[config.mk]
export PLATFORM = sky130hd
export DESIGN_NAME = tag_store_top
export DESIGN_NICKNAME = d
export VERILOG_FILES = /design/src/rtl/tag_store_pkg.sv /design/src/rtl/tag_ram.sv /design/src/rtl/tag_ram_arbiter.sv /design/src/rtl/evict_select.sv /design/src/rtl/bist_engine.sv /design/src/rtl/lookup_ctrl.sv /design/src/rtl/tag_store_top.sv
export SDC_FILE = /design/constraint.sdc
export NUM_CORES = 1
export LEC_CHECK = 0
export ABC_AREA = 1
export CAP_MARGIN = 10
export CORE_MARGIN = 4
export CORE_UTILIZATION = 25
export DETAILED_ROUTE_END_ITERATION = 12
export DONT_BUFFER_PORTS = 1
export GPL_TIMING_DRIVEN = 0
export RECOVER_POWER = 25
export SLEW_MARGIN = 5
export SYNTH_ARGS = -nofsm -noshare
export SYNTH_HDL_FRONTEND = slang
export SYNTH_SLANG_ARGS = --single-unit
[constraint.sdc]
create_clock -name clk_i -period 5.3 [get_ports clk_i]
set_input_delay 0.795 -clock clk_i [delete_from_list [all_inputs] [get_ports clk_i]]
set_output_delay 0.795 -clock clk_i [all_outputs]
set_load 0.005 [all_outputs]
[src/rtl/tag_store_pkg.sv]
package tag_store_pkg;

  // Cache geometry
  localparam int NUM_WAYS = 4;
  localparam int SETS     = 16;
  localparam int INDEX_W  = 4;
  localparam int TAG_W    = 8;
  // Width of a binary way number
  localparam int WAY_W    = 2;

  // XORed with the set index to form the BIST tag
  localparam logic [TAG_W-1:0] BIST_SEED = 8'hA5;

  // One way of one set as stored in the memory
  typedef struct packed {
    logic             valid;
    logic             dirty;
    logic [TAG_W-1:0] tag;
  } tag_entry_t;

  // One bit per way
  typedef logic [NUM_WAYS-1:0] way_vec_t;

  // Request kinds
  typedef enum logic [1:0] {
    OP_LOOKUP,
    OP_FLUSH,
    OP_BIST
  } tag_op_e;

  // Request controller
  typedef enum logic [2:0] {
    IDLE,
    READ,
    RESP,
    WRITE,
    BIST_WAIT
  } ctrl_state_e;

  // BIST sequencer
  typedef enum logic [2:0] {
    B_IDLE,
    B_WRITE,
    B_READ,
    B_CHECK,
    B_CLEAR
  } bist_state_e;

endpackage

[src/rtl/tag_ram.sv]
`timescale 1ns/1ps

module tag_ram (
  input  logic                                                 clk_i,
  input  logic                                                 req_i,
  input  tag_store_pkg::way_vec_t                              we_i,
  input  logic [tag_store_pkg::INDEX_W-1:0]                    index_i,
  input  tag_store_pkg::tag_entry_t                            wdata_i,
  output tag_store_pkg::tag_entry_t [tag_store_pkg::NUM_WAYS-1:0] rdata_o
);

  // One word per set, all ways side by side
  tag_store_pkg::tag_entry_t [tag_store_pkg::NUM_WAYS-1:0] mem_q [tag_store_pkg::SETS];

  always_ff @(posedge clk_i) begin
    if (req_i) begin
      if (|we_i) begin
        // Only the enabled ways change
        for (int w = 0; w < tag_store_pkg::NUM_WAYS; w++) begin
          if (we_i[w]) begin
            mem_q[index_i][w] <= wdata_i;
          end
        end
      end else begin
        // Read registers the whole set, held until the next read
        rdata_o <= mem_q[index_i];
      end
    end
  end

endmodule

[src/rtl/tag_ram_arbiter.sv]
`timescale 1ns/1ps

module tag_ram_arbiter (
  // BIST engine side, highest priority
  input  logic                              bist_req_i,
  input  tag_store_pkg::way_vec_t           bist_we_i,
  input  logic [tag_store_pkg::INDEX_W-1:0] bist_index_i,
  input  tag_store_pkg::tag_entry_t         bist_wdata_i,
  // Request controller side
  input  logic                              ctrl_req_i,
  input  tag_store_pkg::way_vec_t           ctrl_we_i,
  input  logic [tag_store_pkg::INDEX_W-1:0] ctrl_index_i,
  input  tag_store_pkg::tag_entry_t         ctrl_wdata_i,
  output logic                              bist_gnt_o,
  output logic                              ctrl_gnt_o,
  // Memory command
  output logic                              ram_req_o,
  output tag_store_pkg::way_vec_t           ram_we_o,
  output logic [tag_store_pkg::INDEX_W-1:0] ram_index_o,
  output tag_store_pkg::tag_entry_t         ram_wdata_o
);

  // BIST always wins, the controller waits with its command held
  assign bist_gnt_o = bist_req_i;
  assign ctrl_gnt_o = ctrl_req_i & ~bist_req_i;

  assign ram_req_o = bist_req_i | ctrl_req_i;

  // Only the winner's command reaches the memory
  always_comb begin
    if (bist_req_i) begin
      ram_we_o    = bist_we_i;
      ram_index_o = bist_index_i;
      ram_wdata_o = bist_wdata_i;
    end else begin
      ram_we_o    = ctrl_we_i;
      ram_index_o = ctrl_index_i;
      ram_wdata_o = ctrl_wdata_i;
    end
  end

endmodule

[src/rtl/evict_select.sv]
`timescale 1ns/1ps

module evict_select (
  input  logic                                                    clk_i,
  input  logic                                                    rst_i,
  input  tag_store_pkg::tag_entry_t [tag_store_pkg::NUM_WAYS-1:0] entries_i,
  input  tag_store_pkg::way_vec_t                                 spm_lock_i,
  input  logic                                                    advance_i,
  output tag_store_pkg::way_vec_t                                 victim_o
);

  logic [tag_store_pkg::WAY_W-1:0] ptr_q;
  logic [tag_store_pkg::WAY_W-1:0] rr_idx;
  logic [tag_store_pkg::WAY_W-1:0] scan_idx;
  logic                            inv_found;
  logic                            rr_found;
  tag_store_pkg::way_vec_t         inv_vec;
  tag_store_pkg::way_vec_t         rr_vec;

  always_comb begin
    inv_found = 1'b0;
    rr_found  = 1'b0;
    inv_vec   = '0;
    rr_vec    = '0;
    rr_idx    = '0;
    scan_idx  = '0;
    // Lowest unlocked invalid way first
    for (int i = 0; i < tag_store_pkg::NUM_WAYS; i++) begin
      if (!inv_found && !spm_lock_i[i] && !entries_i[i].valid) begin
        inv_found  = 1'b1;
        inv_vec[i] = 1'b1;
      end
    end
    // Otherwise first unlocked way from the pointer on, wrapping
    for (int i = 0; i < tag_store_pkg::NUM_WAYS; i++) begin
      scan_idx = ptr_q + tag_store_pkg::WAY_W'(i);
      if (!rr_found && !spm_lock_i[scan_idx]) begin
        rr_found         = 1'b1;
        rr_vec[scan_idx] = 1'b1;
        rr_idx           = scan_idx;
      end
    end
  end

  // All locked leaves both vectors zero
  assign victim_o = inv_found ? inv_vec : rr_vec;

  // Pointer moves only when the round-robin choice was taken
  always_ff @(posedge clk_i) begin
    if (rst_i) begin
      ptr_q <= '0;
    end else if (advance_i && !inv_found && rr_found) begin
      ptr_q <= rr_idx + 1'b1;
    end
  end

endmodule

[src/rtl/bist_engine.sv]
`timescale 1ns/1ps

module bist_engine (
  input  logic                                                    clk_i,
  input  logic                                                    rst_i,
  input  logic                                                    start_i,
  input  logic                                                    gnt_i,
  input  tag_store_pkg::tag_entry_t [tag_store_pkg::NUM_WAYS-1:0] rdata_i,
  output logic                                                    mem_req_o,
  output tag_store_pkg::way_vec_t                                 mem_we_o,
  output logic [tag_store_pkg::INDEX_W-1:0]                       mem_index_o,
  output tag_store_pkg::tag_entry_t                               mem_wdata_o,
  output logic                                                    done_o,
  output tag_store_pkg::way_vec_t                                 fail_o
);

  tag_store_pkg::bist_state_e       state_q;
  logic [tag_store_pkg::INDEX_W-1:0] idx_q;
  logic                              last_set;
  tag_store_pkg::tag_entry_t         pattern;

  // Expected word for the current set
  assign pattern.valid = 1'b1;
  assign pattern.dirty = 1'b1;
  assign pattern.tag   = tag_store_pkg::TAG_W'(idx_q) ^ tag_store_pkg::BIST_SEED;

  assign last_set = (idx_q == tag_store_pkg::INDEX_W'(tag_store_pkg::SETS - 1));

  // Memory command from the state, held until granted
  assign mem_req_o   = (state_q == tag_store_pkg::B_WRITE) ||
                       (state_q == tag_store_pkg::B_READ)  ||
                       (state_q == tag_store_pkg::B_CLEAR);
  assign mem_we_o    = (state_q == tag_store_pkg::B_READ) ? '0 : '1;
  assign mem_index_o = idx_q;
  assign mem_wdata_o = (state_q == tag_store_pkg::B_CLEAR) ? '0 : pattern;

  always_ff @(posedge clk_i) begin
    if (rst_i) begin
      state_q <= tag_store_pkg::B_IDLE;
      idx_q   <= '0;
      done_o  <= 1'b0;
      fail_o  <= '0;
    end else begin
      done_o <= 1'b0;
      case (state_q)
        tag_store_pkg::B_IDLE: begin
          // New run clears the old result
          if (start_i) begin
            idx_q   <= '0;
            fail_o  <= '0;
            state_q <= tag_store_pkg::B_WRITE;
          end
        end
        tag_store_pkg::B_WRITE: begin
          // Pass one, pattern into every set
          if (gnt_i) begin
            idx_q <= idx_q + 1'b1;
            if (last_set) begin
              state_q <= tag_store_pkg::B_READ;
            end
          end
        end
        tag_store_pkg::B_READ: begin
          if (gnt_i) begin
            state_q <= tag_store_pkg::B_CHECK;
          end
        end
        tag_store_pkg::B_CHECK: begin
          // Pass two, read data is here one cycle after the read
          for (int w = 0; w < tag_store_pkg::NUM_WAYS; w++) begin
            if (rdata_i[w] != pattern) begin
              fail_o[w] <= 1'b1;
            end
          end
          idx_q   <= idx_q + 1'b1;
          state_q <= last_set ? tag_store_pkg::B_CLEAR : tag_store_pkg::B_READ;
        end
        tag_store_pkg::B_CLEAR: begin
          // Pass three, zero everything then report
          if (gnt_i) begin
            idx_q <= idx_q + 1'b1;
            if (last_set) begin
              done_o  <= 1'b1;
              state_q <= tag_store_pkg::B_IDLE;
            end
          end
        end
        default: state_q <= tag_store_pkg::B_IDLE;
      endcase
    end
  end

endmodule

[src/rtl/lookup_ctrl.sv]
`timescale 1ns/1ps

module lookup_ctrl (
  input  logic                                                    clk_i,
  input  logic                                                    rst_i,
  // Request
  input  tag_store_pkg::tag_op_e                                  op_i,
  input  logic [tag_store_pkg::INDEX_W-1:0]                       index_i,
  input  logic [tag_store_pkg::TAG_W-1:0]                         tag_i,
  input  logic                                                    dirty_i,
  input  tag_store_pkg::way_vec_t                                 flush_way_i,
  input  logic                                                    req_valid_i,
  output logic                                                    req_ready_o,
  input  tag_store_pkg::way_vec_t                                 spm_lock_i,
  // Memory read data and victim choice
  input  tag_store_pkg::tag_entry_t [tag_store_pkg::NUM_WAYS-1:0] rdata_i,
  input  tag_store_pkg::way_vec_t                                 victim_i,
  output logic                                                    advance_o,
  // Memory command
  output logic                                                    mem_req_o,
  output tag_store_pkg::way_vec_t                                 mem_we_o,
  output logic [tag_store_pkg::INDEX_W-1:0]                       mem_index_o,
  output tag_store_pkg::tag_entry_t                               mem_wdata_o,
  input  logic                                                    gnt_i,
  // BIST hand-off
  output logic                                                    bist_start_o,
  input  logic                                                    bist_done_i,
  // Response
  output logic                                                    res_valid_o,
  input  logic                                                    res_ready_i,
  output logic                                                    res_hit_o,
  output tag_store_pkg::way_vec_t                                 res_way_o,
  output logic                                                    res_evict_o,
  output logic [tag_store_pkg::TAG_W-1:0]                         res_evict_tag_o
);

  tag_store_pkg::ctrl_state_e       state_q;
  tag_store_pkg::ctrl_state_e       state_d;

  // Request held for the whole transaction
  tag_store_pkg::tag_op_e            op_q;
  logic [tag_store_pkg::INDEX_W-1:0] index_q;
  logic [tag_store_pkg::TAG_W-1:0]   tag_q;
  logic                              dirty_q;
  tag_store_pkg::way_vec_t           flush_way_q;

  // Pending write-back
  tag_store_pkg::way_vec_t           wb_we_q;
  tag_store_pkg::tag_entry_t         wb_data_q;
  tag_store_pkg::tag_entry_t         wb_data;
  logic                              wb_need;

  tag_store_pkg::way_vec_t           hit_vec;
  tag_store_pkg::way_vec_t           sel_vec;
  tag_store_pkg::tag_entry_t         sel_entry;
  logic                              is_lookup;
  logic                              is_hit;
  logic                              accept;
  logic                              res_hsk;

  assign req_ready_o = (state_q == tag_store_pkg::IDLE);
  assign accept      = req_ready_o && req_valid_i;
  assign res_valid_o = (state_q == tag_store_pkg::RESP);
  assign res_hsk     = res_valid_o && res_ready_i;

  // BIST start is a single pulse on acceptance
  assign bist_start_o = accept && (op_i == tag_store_pkg::OP_BIST);

  // Tag compare over all ways at once, locked ways never hit
  always_comb begin
    for (int i = 0; i < tag_store_pkg::NUM_WAYS; i++) begin
      hit_vec[i] = !spm_lock_i[i] && rdata_i[i].valid && (rdata_i[i].tag == tag_q);
    end
  end

  assign is_lookup = (op_q == tag_store_pkg::OP_LOOKUP);
  assign is_hit    = is_lookup && (|hit_vec);

  // Way that the response is about
  assign sel_vec = !is_lookup ? flush_way_q : (is_hit ? hit_vec : victim_i);

  // Entry of the selected way, zero when none is selected
  always_comb begin
    sel_entry = '0;
    for (int i = 0; i < tag_store_pkg::NUM_WAYS; i++) begin
      if (sel_vec[i]) begin
        sel_entry = tag_store_pkg::tag_entry_t'(sel_entry | rdata_i[i]);
      end
    end
  end

  // Read data stays in the memory register, so these hold under back-pressure
  assign res_hit_o       = is_hit;
  assign res_way_o       = sel_vec;
  assign res_evict_o     = !is_hit && sel_entry.valid && sel_entry.dirty;
  assign res_evict_tag_o = is_hit ? '0 : sel_entry.tag;

  // Hit writes only to mark clean as dirty; miss and flush write when a way is chosen
  assign wb_need = is_hit ? (dirty_q && !sel_entry.dirty) : (|sel_vec);

  always_comb begin
    wb_data = '0;
    if (is_lookup) begin
      wb_data.valid = 1'b1;
      wb_data.dirty = dirty_q;
      wb_data.tag   = tag_q;
    end
  end

  // Round-robin moves once per miss response
  assign advance_o = res_hsk && is_lookup && !is_hit;

  // Memory command
  assign mem_req_o   = (state_q == tag_store_pkg::READ) || (state_q == tag_store_pkg::WRITE);
  assign mem_we_o    = (state_q == tag_store_pkg::WRITE) ? wb_we_q : '0;
  assign mem_index_o = index_q;
  assign mem_wdata_o = wb_data_q;

  always_comb begin
    state_d = state_q;
    case (state_q)
      tag_store_pkg::IDLE: begin
        if (accept) begin
          state_d = (op_i == tag_store_pkg::OP_BIST) ? tag_store_pkg::BIST_WAIT
                                                     : tag_store_pkg::READ;
        end
      end
      tag_store_pkg::READ: begin
        if (gnt_i) begin
          state_d = tag_store_pkg::RESP;
        end
      end
      tag_store_pkg::RESP: begin
        if (res_hsk) begin
          state_d = wb_need ? tag_store_pkg::WRITE : tag_store_pkg::IDLE;
        end
      end
      tag_store_pkg::WRITE: begin
        if (gnt_i) begin
          state_d = tag_store_pkg::IDLE;
        end
      end
      tag_store_pkg::BIST_WAIT: begin
        if (bist_done_i) begin
          state_d = tag_store_pkg::IDLE;
        end
      end
      default: state_d = tag_store_pkg::IDLE;
    endcase
  end

  always_ff @(posedge clk_i) begin
    if (rst_i) begin
      state_q <= tag_store_pkg::IDLE;
    end else begin
      state_q <= state_d;
    end
  end

  // Payload registers
  always_ff @(posedge clk_i) begin
    if (accept) begin
      op_q        <= op_i;
      index_q     <= index_i;
      tag_q       <= tag_i;
      dirty_q     <= dirty_i;
      flush_way_q <= flush_way_i;
    end
    // Captured before the pointer moves
    if (res_hsk) begin
      wb_we_q   <= sel_vec;
      wb_data_q <= wb_data;
    end
  end

endmodule

[src/rtl/tag_store_top.sv]
`timescale 1ns/1ps

module tag_store_top (
  input  logic                              clk_i,
  input  logic                              rst_i,
  // Request
  input  tag_store_pkg::tag_op_e            op_i,
  input  logic [tag_store_pkg::INDEX_W-1:0] index_i,
  input  logic [tag_store_pkg::TAG_W-1:0]   tag_i,
  input  logic                              dirty_i,
  input  tag_store_pkg::way_vec_t           flush_way_i,
  input  logic                              req_valid_i,
  output logic                              req_ready_o,
  // Response
  output logic                              res_valid_o,
  input  logic                              res_ready_i,
  output logic                              res_hit_o,
  output tag_store_pkg::way_vec_t           res_way_o,
  output logic                              res_evict_o,
  output logic [tag_store_pkg::TAG_W-1:0]   res_evict_tag_o,
  // Scratchpad ways and BIST result
  input  tag_store_pkg::way_vec_t           spm_lock_i,
  output logic                              bist_done_o,
  output tag_store_pkg::way_vec_t           bist_fail_o
);

  // BIST engine command
  logic                                                    bist_req;
  tag_store_pkg::way_vec_t                                 bist_we;
  logic [tag_store_pkg::INDEX_W-1:0]                       bist_index;
  tag_store_pkg::tag_entry_t                               bist_wdata;
  logic                                                    bist_gnt;
  logic                                                    bist_start;
  // Controller command
  logic                                                    ctrl_req;
  tag_store_pkg::way_vec_t                                 ctrl_we;
  logic [tag_store_pkg::INDEX_W-1:0]                       ctrl_index;
  tag_store_pkg::tag_entry_t                               ctrl_wdata;
  logic                                                    ctrl_gnt;
  // Memory side
  logic                                                    ram_req;
  tag_store_pkg::way_vec_t                                 ram_we;
  logic [tag_store_pkg::INDEX_W-1:0]                       ram_index;
  tag_store_pkg::tag_entry_t                               ram_wdata;
  tag_store_pkg::tag_entry_t [tag_store_pkg::NUM_WAYS-1:0] ram_rdata;
  // Victim choice
  tag_store_pkg::way_vec_t                                 victim;
  logic                                                    advance;

  tag_ram i_tag_ram (
    .clk_i   (clk_i),
    .req_i   (ram_req),
    .we_i    (ram_we),
    .index_i (ram_index),
    .wdata_i (ram_wdata),
    .rdata_o (ram_rdata)
  );

  tag_ram_arbiter i_arbiter (
    .bist_req_i   (bist_req),
    .bist_we_i    (bist_we),
    .bist_index_i (bist_index),
    .bist_wdata_i (bist_wdata),
    .ctrl_req_i   (ctrl_req),
    .ctrl_we_i    (ctrl_we),
    .ctrl_index_i (ctrl_index),
    .ctrl_wdata_i (ctrl_wdata),
    .bist_gnt_o   (bist_gnt),
    .ctrl_gnt_o   (ctrl_gnt),
    .ram_req_o    (ram_req),
    .ram_we_o     (ram_we),
    .ram_index_o  (ram_index),
    .ram_wdata_o  (ram_wdata)
  );

  evict_select i_evict_select (
    .clk_i      (clk_i),
    .rst_i      (rst_i),
    .entries_i  (ram_rdata),
    .spm_lock_i (spm_lock_i),
    .advance_i  (advance),
    .victim_o   (victim)
  );

  bist_engine i_bist_engine (
    .clk_i       (clk_i),
    .rst_i       (rst_i),
    .start_i     (bist_start),
    .gnt_i       (bist_gnt),
    .rdata_i     (ram_rdata),
    .mem_req_o   (bist_req),
    .mem_we_o    (bist_we),
    .mem_index_o (bist_index),
    .mem_wdata_o (bist_wdata),
    .done_o      (bist_done_o),
    .fail_o      (bist_fail_o)
  );

  lookup_ctrl i_lookup_ctrl (
    .clk_i           (clk_i),
    .rst_i           (rst_i),
    .op_i            (op_i),
    .index_i         (index_i),
    .tag_i           (tag_i),
    .dirty_i         (dirty_i),
    .flush_way_i     (flush_way_i),
    .req_valid_i     (req_valid_i),
    .req_ready_o     (req_ready_o),
    .spm_lock_i      (spm_lock_i),
    .rdata_i         (ram_rdata),
    .victim_i        (victim),
    .advance_o       (advance),
    .mem_req_o       (ctrl_req),
    .mem_we_o        (ctrl_we),
    .mem_index_o     (ctrl_index),
    .mem_wdata_o     (ctrl_wdata),
    .gnt_i           (ctrl_gnt),
    .bist_start_o    (bist_start),
    .bist_done_i     (bist_done_o),
    .res_valid_o     (res_valid_o),
    .res_ready_i     (res_ready_i),
    .res_hit_o       (res_hit_o),
    .res_way_o       (res_way_o),
    .res_evict_o     (res_evict_o),
    .res_evict_tag_o (res_evict_tag_o)
  );

endmodule

==> flow_summary_export.csv <==
group,metric,value,unit
synth,synth_fp_nets,2177,
worst_setup_path,crit_path_cell_trace,"nor2_1, inv_1, nand3_1, inv_1, nor2_1, clkinvlp_2, nand2_1, o21ai_0, clkbuf_1",
die,start_util,25.3,%
routing,routed_wl,84700,µm
clock_tree,cts_tree,"built",
finish,syn_to_final_growth,15.7,%
synth,ys_warn_count,0,
worst_setup_path,critPathTopFamily,"compound AO/OA/AOI/OAI gates",
routing,ant_nets,0,
die,dieArea,122000,µm²
synth,ys_seq_area_share,74.7,%
grt,grt_pass1_vias,17543,
clock_tree,cts_hold_buf,0,
routing,post_drt_via_cell_ratio,4.84,
power_and_ir_drop,ir_drop,0.331,mV
clock_tree,cts_max_path_buffers,3,
clock_tree,post-cts-setup-buffer-count,0,
clock_tree,cts_buffers,71,
routing,first_pass_iters,6,
timing,final-setup-viol-count,0,
timing,worst_pin_slew,2.92,ns
die,io_pins,48,
clock_tree,clk_pin_slew_worst_paths,0.06,ns
synth,synth.avg_cell_area,13.6,µm²
power_and_ir_drop,p_per_area,603,nW/µm²
timing,maxSlewHeadroom,-96.9,%
placed_design,io_buffers,0,
clock_tree,cts_max_level,3,
grt,grt_pass1_wl,121000,µm
clock_tree,post_cts_resize_count,0,
timing,hold_viol,0,
timing,fin_crit_sh,80.8,%
worst_setup_path,required,5.59,ns
power_and_ir_drop,p_leak,11.4,nW
routing,route.detailed.drc,0,
placed_design,dp_hpwl,59100,µm
finish,fin_nets,2266,
grt,grt_overflow,0,
clock_tree,clkSinkCount,730,
grt,grt_start_max_net_pins,65,
routing,route.detailed.wl_per_inst,22.3,µm
worst_setup_path,cp-start-kind,"register",
timing,max_freq,0.233,GHz
timing,rsz0062_at_grt,"false",
die,row_count,124,
finish,layout_commonest_cell,"edfxtp_1",
finish,fill_cells,11400,
synth,yosys.cell_types.count,45,
routing,vias,18407,
worst_setup_path,critPathBufInv,4,
worst_setup_path,arrival,4.58,ns
flow_run,maxCapViolCount,7,
worst_setup_path,cp-end-kind,"register",
grt,antenna_found_initial,7,
worst_setup_path,worstSetupPathType,"reg -> reg",
finish,fin_util,29.3,%
die,core,115000,µm²
grt,grt.total_usage,13.4,%
clock_tree,root_buffer,"clkbuf_16",
worst_setup_path,max_stage_delay,1.83,ns
synth,ys_ff_latch,730,
finish,layout-drive-gt1-share,10.6,%
timing,post-route-min-period,4.28,ns
worst_setup_path,critPathSlowestCell,"o21ai_0",
finish,final_cell_mix,"edfxtp_1, nand2_1, a22oi_1",
timing,slew_viol_final,148,
placed_design,place_congestion,0.902,
synth,postSynthCellCount,2145,
routing,first_iter_violations,2029,
worst_setup_path,worstPathMaxFanout,18,
timing,hold_ws,0.277,ns
die,die_w,349,µm
die,die_y,349,µm
synth,syn-cell-area,29100,µm²
run_status,violations,"capacitance limit, slew limit",
run_status,status,"complete, but fails checks",
min_path,hp-class,"in -> reg",
clock_tree,clk-insertion-delay-late,0.63,ns
timing,skew,0.0272,ns
==> power by group <==
| part | internal [W] | total, W | switching, W |
|---|---|---|---|
| Sequential | 0.00773 | 0.00808 | 0.000344 |
| Combinational | 0.00174 | 0.00703 | 0.00529 |
| Clock | 0.00297 | 0.00521 | 0.00224 |
| Total | 0.0124 | 0.0203 | 0.00787 |
==> worst paths after layout <==
kind | startpoint | to | slack (ns) | cells past startpoint
worst max-delay path | i_bist_engine.state_q[0] | i_tag_ram.mem_q[12][11] | 1.02 | 9
worst min-delay path | index_i[1] | i_lookup_ctrl.mem_index_o[1] | 0.28 | 0
worst max register to register | i_bist_engine.state_q[0] | i_tag_ram.mem_q[12][11] | 1.02 | 9
worst min register to register | i_lookup_ctrl.state_q[1] | i_lookup_ctrl.state_q[1] | 0.52 | 2
==> sequential cells by signal, indices dropped and copies added, names as in the netlist <==
name	flops
i_lookup_ctrl.dirty_q	1
i_evict_select.ptr_q	2
i_lookup_ctrl.op_q	2
i_lookup_ctrl.state_q	3
i_lookup_ctrl.tag_q	8
i_tag_ram.mem_q	640
i_lookup_ctrl.mem_wdata_o	10
i_lookup_ctrl.wb_we_q	4
i_lookup_ctrl.flush_way_q	4
i_tag_ram.rdata_o	40
i_lookup_ctrl.mem_index_o	4
i_bist_engine.mem_index_o	4
i_bist_engine.state_q	3
i_bist_engine.done_o	1
i_bist_engine.fail_o	4
==> worst reg2reg max path: cells and delay by family (launching register included) <==
family | cells | cell delay [ns]
compound gates | 1 | 1.83
buf+inv | 4 | 1.32
flops | 1 | 0.43
simple gates | 4 | 0.39
==> metal layers <==
metal	up-vias	track usage [%]	part of all wire, %
met4	2	4.76	3.5
met1	9204	18.4	43
li1	8211	-	-
met3	162	3.77	9.8
met5	-	0	0.015
met2	828	20.3	44
==> per-stage QoR <==
step / TNS (ns) / setup WS (ns) / std cells / power (W) / cell area [µm²]
6_report: 0 / 1.02 / 3804 / 0.0203 / 33700
5_1_grt: 0 / 0.608 / 3803 / 0.0211 / 33700
4_1_cts: 0 / 0.988 / 3802 / 0.0203 / 33800
3_5_place_dp: 0 / 1.65 / 3672 / 0.0151 / 31400
3_3_place_gp: -661.30 / -3.08 / 3657 / 0.0150 / 31000
2_1_floorplan: 0 / 1.14 / 2145 / 0.0119 / 29100
==> cell usage after synthesis <==
cell,number,area share [%]
inv_1,85,1.1
a22oi_1,320,8.3
nand2_2,10,0.21
a21oi_1,28,0.48
nor2_4,2,0.077
a221oi_1,11,0.33
xnor2_1,4,0.12
clkinv_1,1,0.013
nor3_1,11,0.19
o221ai_1,1,0.030
nand4_1,50,1.1
a211oi_1,5,0.13
ha_1,5,0.21
o2111ai_1,3,0.090
nand3_1,35,0.60
o21ai_2,2,0.060
o2111a_1,1,0.039
clkbuf_2,1,0.017
nor2_1,159,2.0
inv_4,2,0.043
nor4_1,7,0.15
nand2_1,490,6.3
edfxtp_1,713,74
nand3_2,3,0.10
o21ai_0,19,0.33
a31oi_1,4,0.086
clkbuf_1,18,0.23
buf_2,58,1.0
nor2_8,1,0.069
buf_6,11,0.43
nor2_2,5,0.11
buf_1,4,0.052
a21boi_0,1,0.026
or2_2,4,0.086
nand2_4,3,0.12
o211ai_1,4,0.10
o22ai_1,12,0.26
o21ai_1,3,0.052
nor3b_1,2,0.052
buf_4,8,0.21
o31ai_1,1,0.026
xor2_1,6,0.18
inv_2,14,0.18
or2_1,1,0.022
dfxtp_1,17,1.2
==> final cells by class <==
cell class              instances  area, µm²  share of cell area (%)
flip-flops and latches        730      21800                    64.6
multi-input cells            1213       6430                    19.1
well taps                    1512       1890                    5.62
clock buffers                  83       1890                    5.60
plain buffers                 100        562                    1.67
clock inverters                47        510                    1.52
inverters                     102        387                    1.15
repair buffers                 16        265                   0.787
diodes                          1       2.50                 0.00743
==> logic make-up after synthesis <==
kind of cell	count (synthesis)	synth area share, %
XOR/XNOR	10	0.301
flip-flops	730	74.7
AO/OA/AOI/OAI	415	10.3
buffers and inverters	202	3.26
AND/OR/NAND/NOR	783	11.2
adder cells (fa/ha/maj)	5	0.215
Power figures use the tool's default switching activity.
